===== config.mk =====
export PLATFORM = sky130hd
export DESIGN_NAME = fight_top
export DESIGN_NICKNAME = d
export VERILOG_FILES = /design/src/fight_geom_pkg.sv /design/src/fight_ctrl_pkg.sv /design/src/button_sync.sv /design/src/fighter.sv /design/src/hit_detect.sv /design/src/health_tracker.sv /design/src/fight_top.sv
export SDC_FILE = /design/constraint.sdc
export NUM_CORES = 1
export LEC_CHECK = 0
export ABC_AREA = 1
export CAP_MARGIN = 30
export CORE_ASPECT_RATIO = 0.9
export CORE_MARGIN = 2
export CORE_UTILIZATION = 35
export CTS_CLUSTER_SIZE = 20
export DETAILED_ROUTE_END_ITERATION = 7
export DONT_BUFFER_PORTS = 1
export MAX_ROUTING_LAYER = met4
export PLACE_DENSITY_LB_ADDON = 0.25
export SLEW_MARGIN = 15
export SYNTH_ARGS = -nofsm -noshare
export SYNTH_HDL_FRONTEND = slang
export SYNTH_SLANG_ARGS = --single-unit

===== constraint.sdc =====
create_clock -name clk -period 3.6 [get_ports clk]
set_input_delay 0.9 -clock clk [delete_from_list [all_inputs] [get_ports clk]]
set_output_delay 0.9 -clock clk [all_outputs]
set_load 0.01 [all_outputs]

===== src/fight_geom_pkg.sv =====
package fight_geom_pkg;

  // Screen x coordinate.
  typedef logic [9:0] pos_t;

  // Horizontal clamp limits for posx.
  localparam pos_t ARENA_MIN_X = 10'd50;
  localparam pos_t ARENA_MAX_X = 10'd490;

  // Positions after reset.
  localparam pos_t START_X_LEFT  = 10'd210;
  localparam pos_t START_X_RIGHT = 10'd420;

  // Both fighters stand on this line.
  localparam int FLOOR_Y = 170;

  // Attack box edges relative to posx.
  localparam pos_t ATK_OFS_X1 = 10'd37;
  localparam pos_t ATK_OFS_X2 = 10'd113;

  // Body box edges relative to posx.
  localparam pos_t BODY_OFS_X1 = 10'd37;
  localparam pos_t BODY_OFS_X2 = 10'd86;

  // Vertical box extents relative to FLOOR_Y.
  localparam int ATK_OFS_Y1 = 24;
  localparam int ATK_OFS_Y2 = 57;
  localparam int BODY_H     = 150;

endpackage


===== src/fight_ctrl_pkg.sv =====
package fight_ctrl_pkg;

  typedef enum logic [2:0] {
    IDLE        = 3'd0,
    MOVE_FWD    = 3'd1,
    MOVE_BACK   = 3'd2,
    ATK_WINDUP  = 3'd3,
    ATK_ACTIVE  = 3'd4,
    ATK_RECOVER = 3'd5
  } fighter_state_t;

  // Attack phase lengths in cycles.
  localparam int WINDUP_CYCLES  = 5;
  localparam int ACTIVE_CYCLES  = 2;
  localparam int RECOVER_CYCLES = 16;

  // Counter holds 0 to RECOVER_CYCLES-1.
  localparam int PHASE_W = $clog2(RECOVER_CYCLES);

  // Pixels per move cycle.
  localparam int MOVE_SPEED = 15;

  typedef logic [6:0] health_t;

  localparam health_t MAX_HEALTH = 7'd100;
  localparam health_t HIT_DAMAGE = 7'd10;

endpackage


===== src/button_sync.sv =====
`timescale 1ns/1ns

module button_sync (
  input  logic clk,
  input  logic rst,
  input  logic left,
  input  logic right,
  input  logic attack,
  output logic left_s,
  output logic right_s,
  output logic attack_rise
);

  logic left_q1;
  logic left_q2;
  logic right_q1;
  logic right_q2;
  logic atk_q1;
  logic atk_q2;
  logic atk_q3;

  always_ff @(posedge clk or posedge rst) begin
    if (rst) begin
      left_q1  <= 1'b0;
      left_q2  <= 1'b0;
      right_q1 <= 1'b0;
      right_q2 <= 1'b0;
      atk_q1   <= 1'b0;
      atk_q2   <= 1'b0;
      atk_q3   <= 1'b0;
    end else begin
      left_q1  <= left;
      left_q2  <= left_q1;
      right_q1 <= right;
      right_q2 <= right_q1;
      atk_q1   <= attack;
      atk_q2   <= atk_q1;
      atk_q3   <= atk_q2; // Previous synced level.
    end
  end

  assign left_s      = left_q2;
  assign right_s     = right_q2;
  assign attack_rise = atk_q2 & ~atk_q3; // One pulse per press.

endmodule


===== src/fighter.sv =====
`timescale 1ns/1ns

module fighter
  import fight_geom_pkg::*;
  import fight_ctrl_pkg::*;
#(
  parameter bit SIDE = 1'b0
) (
  input  logic           clk,
  input  logic           rst,
  input  logic           left,
  input  logic           right,
  input  logic           attack_rise,
  input  logic           freeze,
  output pos_t           posx,
  output fighter_state_t state,
  output pos_t           atk_x1,
  output pos_t           atk_x2,
  output pos_t           body_x1,
  output pos_t           body_x2,
  output logic           atk_live
);

  fighter_state_t     state_nxt;
  logic [PHASE_W-1:0] phase_cnt;
  logic [PHASE_W-1:0] cnt_nxt;
  logic               fwd_req;
  logic               back_req;
  logic               go_right;
  logic               moving;
  pos_t               posx_nxt;
  int                 x_calc;

  // Facing decides which button is forward.
  always_comb begin
    if (SIDE) begin
      fwd_req = left && !right;
    end else begin
      fwd_req = right && !left;
    end
    back_req = (left || right) && !fwd_req; // Both pressed falls here.
  end

  always_comb begin
    state_nxt = state;
    cnt_nxt   = phase_cnt + 1'b1;
    if (freeze) begin
      state_nxt = IDLE;
      cnt_nxt   = '0;
    end else begin
      case (state)
        IDLE, MOVE_FWD, MOVE_BACK: begin
          cnt_nxt = '0;
          if (attack_rise) begin
            state_nxt = ATK_WINDUP; // Attack beats movement.
          end else if (fwd_req) begin
            state_nxt = MOVE_FWD;
          end else if (back_req) begin
            state_nxt = MOVE_BACK;
          end else begin
            state_nxt = IDLE;
          end
        end
        ATK_WINDUP: begin
          if (phase_cnt == PHASE_W'(WINDUP_CYCLES - 1)) begin
            state_nxt = ATK_ACTIVE;
            cnt_nxt   = '0;
          end
        end
        ATK_ACTIVE: begin
          if (phase_cnt == PHASE_W'(ACTIVE_CYCLES - 1)) begin
            state_nxt = ATK_RECOVER;
            cnt_nxt   = '0;
          end
        end
        ATK_RECOVER: begin
          if (phase_cnt == PHASE_W'(RECOVER_CYCLES - 1)) begin
            state_nxt = IDLE;
            cnt_nxt   = '0;
          end
        end
        default: begin
          state_nxt = IDLE;
          cnt_nxt   = '0;
        end
      endcase
    end
  end

  // Step follows the registered state.
  assign moving   = (state == MOVE_FWD) || (state == MOVE_BACK);
  assign go_right = (state == MOVE_FWD) != SIDE;

  always_comb begin
    if (go_right) begin
      x_calc = int'(posx) + MOVE_SPEED;
    end else begin
      x_calc = int'(posx) - MOVE_SPEED;
    end
    if (x_calc < int'(ARENA_MIN_X)) begin
      posx_nxt = ARENA_MIN_X;
    end else if (x_calc > int'(ARENA_MAX_X)) begin
      posx_nxt = ARENA_MAX_X;
    end else begin
      posx_nxt = pos_t'(x_calc);
    end
  end

  always_ff @(posedge clk or posedge rst) begin
    if (rst) begin
      state     <= IDLE;
      phase_cnt <= '0;
      posx      <= SIDE ? START_X_RIGHT : START_X_LEFT;
    end else begin
      state     <= state_nxt;
      phase_cnt <= cnt_nxt;
      if (moving && !freeze) begin
        posx <= posx_nxt;
      end
    end
  end

  assign atk_x1  = posx + ATK_OFS_X1;
  assign atk_x2  = posx + ATK_OFS_X2;
  assign body_x1 = posx + BODY_OFS_X1;
  assign body_x2 = posx + BODY_OFS_X2;

  assign atk_live = (state == ATK_ACTIVE);

endmodule


===== src/hit_detect.sv =====
`timescale 1ns/1ns

module hit_detect
  import fight_geom_pkg::*;
(
  input  logic clk,
  input  logic rst,
  input  pos_t l_atk_x1,
  input  pos_t l_atk_x2,
  input  pos_t l_body_x1,
  input  pos_t l_body_x2,
  input  logic l_atk_live,
  input  pos_t r_atk_x1,
  input  pos_t r_atk_x2,
  input  pos_t r_body_x1,
  input  pos_t r_body_x2,
  input  logic r_atk_live,
  output logic hit_on_left,
  output logic hit_on_right
);

  logic l_overlap;
  logic r_overlap;
  logic l_landed;
  logic r_landed;

  // Left attack against right body, and the mirror case.
  assign l_overlap = l_atk_live && (l_atk_x1 <= r_body_x2) && (r_body_x1 <= l_atk_x2);
  assign r_overlap = r_atk_live && (r_atk_x1 <= l_body_x2) && (l_body_x1 <= r_atk_x2);

  always_ff @(posedge clk or posedge rst) begin
    if (rst) begin
      hit_on_left  <= 1'b0;
      hit_on_right <= 1'b0;
      l_landed     <= 1'b0;
      r_landed     <= 1'b0;
    end else begin
      hit_on_right <= l_overlap && !l_landed;
      hit_on_left  <= r_overlap && !r_landed;
      if (!l_atk_live) begin
        l_landed <= 1'b0; // Rearm for next attack.
      end else if (l_overlap) begin
        l_landed <= 1'b1;
      end
      if (!r_atk_live) begin
        r_landed <= 1'b0;
      end else if (r_overlap) begin
        r_landed <= 1'b1;
      end
    end
  end

endmodule


===== src/health_tracker.sv =====
`timescale 1ns/1ns

module health_tracker
  import fight_ctrl_pkg::*;
(
  input  logic    clk,
  input  logic    rst,
  input  logic    hit_on_left,
  input  logic    hit_on_right,
  output health_t left_health,
  output health_t right_health,
  output logic    round_over
);

  health_t left_nxt;
  health_t right_nxt;

  always_comb begin
    left_nxt  = left_health;
    right_nxt = right_health;
    if (!round_over) begin
      if (hit_on_left) begin
        left_nxt = (left_health > HIT_DAMAGE) ? left_health - HIT_DAMAGE : '0;
      end
      if (hit_on_right) begin
        right_nxt = (right_health > HIT_DAMAGE) ? right_health - HIT_DAMAGE : '0;
      end
    end
  end

  always_ff @(posedge clk or posedge rst) begin
    if (rst) begin
      left_health  <= MAX_HEALTH;
      right_health <= MAX_HEALTH;
      round_over   <= 1'b0;
    end else begin
      left_health  <= left_nxt;
      right_health <= right_nxt;
      // Sticky until reset.
      round_over   <= round_over || (left_nxt == '0) || (right_nxt == '0);
    end
  end

endmodule


===== src/fight_top.sv =====
`timescale 1ns/1ns

module fight_top
  import fight_geom_pkg::*;
  import fight_ctrl_pkg::*;
(
  input  logic           clk,
  input  logic           rst,
  input  logic           p1_left,
  input  logic           p1_right,
  input  logic           p1_attack,
  input  logic           p2_left,
  input  logic           p2_right,
  input  logic           p2_attack,
  output pos_t           p1_posx,
  output pos_t           p2_posx,
  output fighter_state_t p1_state,
  output fighter_state_t p2_state,
  output health_t        p1_health,
  output health_t        p2_health,
  output logic           round_over
);

  logic p1_left_s, p1_right_s, p1_atk_rise;
  logic p2_left_s, p2_right_s, p2_atk_rise;
  pos_t p1_atk_x1, p1_atk_x2, p1_body_x1, p1_body_x2;
  pos_t p2_atk_x1, p2_atk_x2, p2_body_x1, p2_body_x2;
  logic p1_atk_live, p2_atk_live;
  logic hit_on_left, hit_on_right;

  button_sync u_sync_p1 (
    .clk(clk), .rst(rst),
    .left(p1_left), .right(p1_right), .attack(p1_attack),
    .left_s(p1_left_s), .right_s(p1_right_s), .attack_rise(p1_atk_rise)
  );

  button_sync u_sync_p2 (
    .clk(clk), .rst(rst),
    .left(p2_left), .right(p2_right), .attack(p2_attack),
    .left_s(p2_left_s), .right_s(p2_right_s), .attack_rise(p2_atk_rise)
  );

  // Player 1 stands on the left.
  fighter #(.SIDE(1'b0)) u_fighter_p1 (
    .clk(clk), .rst(rst),
    .left(p1_left_s), .right(p1_right_s), .attack_rise(p1_atk_rise), .freeze(round_over),
    .posx(p1_posx), .state(p1_state),
    .atk_x1(p1_atk_x1), .atk_x2(p1_atk_x2),
    .body_x1(p1_body_x1), .body_x2(p1_body_x2), .atk_live(p1_atk_live)
  );

  fighter #(.SIDE(1'b1)) u_fighter_p2 (
    .clk(clk), .rst(rst),
    .left(p2_left_s), .right(p2_right_s), .attack_rise(p2_atk_rise), .freeze(round_over),
    .posx(p2_posx), .state(p2_state),
    .atk_x1(p2_atk_x1), .atk_x2(p2_atk_x2),
    .body_x1(p2_body_x1), .body_x2(p2_body_x2), .atk_live(p2_atk_live)
  );

  hit_detect u_hit (
    .clk(clk), .rst(rst),
    .l_atk_x1(p1_atk_x1), .l_atk_x2(p1_atk_x2),
    .l_body_x1(p1_body_x1), .l_body_x2(p1_body_x2), .l_atk_live(p1_atk_live),
    .r_atk_x1(p2_atk_x1), .r_atk_x2(p2_atk_x2),
    .r_body_x1(p2_body_x1), .r_body_x2(p2_body_x2), .r_atk_live(p2_atk_live),
    .hit_on_left(hit_on_left), .hit_on_right(hit_on_right)
  );

  health_tracker u_health (
    .clk(clk), .rst(rst),
    .hit_on_left(hit_on_left), .hit_on_right(hit_on_right),
    .left_health(p1_health), .right_health(p2_health),
    .round_over(round_over)
  );

endmodule


==> flow_metrics.tcl <==
set metrics [dict create \
    p_sw_share_pct 23.92 \
    area_delta_synth_final_pct 7.681 \
    period_share_pct 84.08 \
    synth_area_um2 6027 \
    die_w_um 142.3 \
    grt_pass1_wl_um 25650 \
    cts_htree_levels 3 \
    antenna_found_initial 1 \
    switching_power_w 0.0003885 \
    drc 0 \
    synth_largest_area_cell "dfrtp_1" \
    async_reset_ff_share_pct 100.0 \
    power_density_nw_per_um2 250.2 \
    fin_crit_ns 3.027 \
    p_int_w 0.001236 \
    rsz0062_at_grt "false" \
    path_class "reg2reg" \
    cpMaxStageDelayCell "dfstp_2" \
    avgSynthCellArea_um2 6.992 \
    drive_above_1_share_pct 9.480 \
    seq_area_frac_synth_pct 28.11 \
    cts.sinks 67 \
    final_area_um2 6490 \
    worstMarginPinSlew_ns 0.7292 \
    critPathMaxStageDelay_ns 0.67 \
    ys_types 48 \
    start_kind "flip-flop" \
    cp.required_ns 3.83 \
    cts_root_buf "clkbuf_16" \
    path_clk_slew_ns 0.06 \
    maxSlewHeadroom_pct 50.94 \
    power_frac_comb_pct 1.3 \
    max_freq_ghz 0.3304 \
    clkPwrFrac_pct 51.6 \
    ant_nets 0 \
    via_per_inst 5.029 \
    arrival_ns 3.26 \
    dpl_cell_area_um2 6211 \
    synthTopCellsByArea "dfrtp_1 (22%), nand2_1 (15%), ha_1 (12%)" \
    grt_pass1_vias 5096 \
    synth_top_area_share_pct 22.01 \
    cts_hold_buf 0 \
    synth_seq_cells 67 \
    crit_buf_inv 3 \
    status "complete, no violations" \
    holdCritPathClass "reg2reg" \
    initial_core_util_pct 35.68 \
    num_vias 5416 \
    gp_congestion 0.8738 \
    maxSlewViolCount 0 \
    coreArea_um2 16890 \
    post_cts_resized 0 \
    pwr-share-seq_pct 47.1 \
    cap_viol_max_count 0 \
    synth_edf_count 0 \
    end_kind "flip-flop" \
    firstDrtPassIters 5 \
    stdcell_count 1077 \
    grt_max_degree 68 \
    path_cells "inv_1, ha_1, o21ai_0, a21oi_1, nor2_1, xor2_1, inv_1, ha_1, nand2_1, inv_1, nand2_1, o41ai_1, o21ai_0, nand3_1, nand2_1" \
    p_leak_nw 3.383 \
    fp.dieH_um 128.5 \
    synth-warning-count 0 \
    grt_overflow_total 0 \
    nets 927 \
    ys.flop_type "dfrtp_1" \
    dr.first_iter.drc_count 346 \
    synthCells 862 \
    cts_setup_buffers 0 \
    ir_worst_vdd_mv 0.3271 \
    ios 49 \
    setup_viol 0 \
    synth_commonest_cells "nand2_1 (242), inv_1 (112), nand3_1 (80), nor2_1 (67), ha_1 (59)" \
    cts_buffers 9 \
    synth_nets 929 \
    finalPower_w 0.001624 \
    tns_ns 0 \
    dp_hpwl_um 11930 \
    crit_fanout 11 \
    routed_wl_um 15370 \
    cts.path.max_buffers 2 \
    cts_tree "yes" \
    wire_per_inst_um 14.27 \
    yosysMostFrequentCell "nand2_1" \
    rows 45 \
    gr-usage-all-layers_pct 17.88 \
    hold_viol_final 0 \
    port_buffers 0 \
    dieArea_um2 18290 \
    clkLatencyLatePin_ns 0.34 \
    dp.cells 1060 \
    path_delay_family "compound AO/OA/AOI/OAI gates" \
    skew_ns 0.005541 \
]
[power groups by stage]
stage	registers, W	logic (W)	clock network, W
global placement	0.000778	0.0000227	0
floorplan	0.000777	0.0000143	0
CTS	0.000765	0.0000230	0.000869
detailed placement	0.000778	0.0000230	0
global route	0.000765	0.0000257	0.000894
finish	0.000765	0.0000214	0.000838
[registers in the layout, summed over array words and instances (netlist names), 3 cells and up]
name	cells
u_fighter_p2.posx	10
u_fighter_p2.state	3
u_fighter_p1.phase_cnt	4
u_health.left_health	7
u_fighter_p1.posx	10
u_health.right_health	7
u_fighter_p1.state	3
u_fighter_p2.phase_cnt	4
[cell type report]
class / instances / area, µm²
clock inverters: 7 / 51.30
well taps: 211 / 264.0
multi-input cells: 656 / 3742
repair buffers: 6 / 57.56
fillers: 1809 / 10400
clock buffers: 9 / 225.2
flip-flops and latches: 67 / 1694
inverters: 120 / 452.9
diodes: 1 / 2.502
[per-stage QoR]
stage               setup slack (ns)  hold slack (ns)  util (%)
finish                        0.5732           0.3429     38.42
global route                  0.1367           0.3535     38.42
CTS                           0.6019           0.3480     38.41
detailed placement            0.5994           0.3347     36.77
global placement              0.7005           0.3323     36.77
floorplan                     0.8829           0.3312         -
[path summary, 6_finish.rpt]
| kind | start | endpoint | slack [ns] | depth (start not counted) |
|---|---|---|---|---|
| worst max register to register | u_fighter_p2.posx[2] | u_hit.l_landed | 0.57 | 15 |
| max in group asynchronous | rst | u_fighter_p1.posx[1] | 2.75 | 2 |
| min in group asynchronous | rst | u_sync_p2.atk_q2 | 0.52 | 2 |
| worst min-delay path | u_sync_p2.atk_q1 | u_sync_p2.atk_q2 | 0.34 | 0 |
| worst min register to register | u_sync_p2.atk_q1 | u_sync_p2.atk_q2 | 0.34 | 0 |
| worst max-delay path | u_fighter_p2.posx[2] | u_hit.l_landed | 0.57 | 15 |
[placed cells by master, fill, tap and decap left out, types with 7 or more instances in the layout]
cell / Yosys / layout
nor2_2: 8 / 8
nor3_1: 8 / 8
nand2_2: 10 / 10
dfrtp_1: 53 / 53
nand2_1: 242 / 242
nand4_1: 20 / 20
ha_1: 59 / 59
inv_2: 7 / 8
clkbuf_16: 0 / 9
xor2_1: 40 / 40
nor2_1: 67 / 67
o21ai_0: 28 / 28
nand3_1: 80 / 80
o21ai_1: 7 / 7
a21oi_1: 32 / 32
dfstp_2: 14 / 14
inv_1: 112 / 111
[cells by family (layout without fill, tap and decap cells)]
family,count (synthesis),after routing,synth area share [%]
buffers and inverters,139,142,9.799
flip-flops,67,67,28.11
XOR/XNOR,41,41,5.958
other,0,1,0
AO/OA/AOI/OAI,98,98,9.570
adder cells (fa/ha/maj),59,59,12.25
AND/OR/NAND/NOR,458,458,34.32
[layer usage]
metal	track usage, %	vias up	wire length, µm
met5	-	-	0
met4	3.902	0	152
met3	4.392	13	849
met2	27.51	118	6750
met1	23.96	2485	7615
li1	-	2800	-
Note: power is estimated with default switching activity, not from simulation.
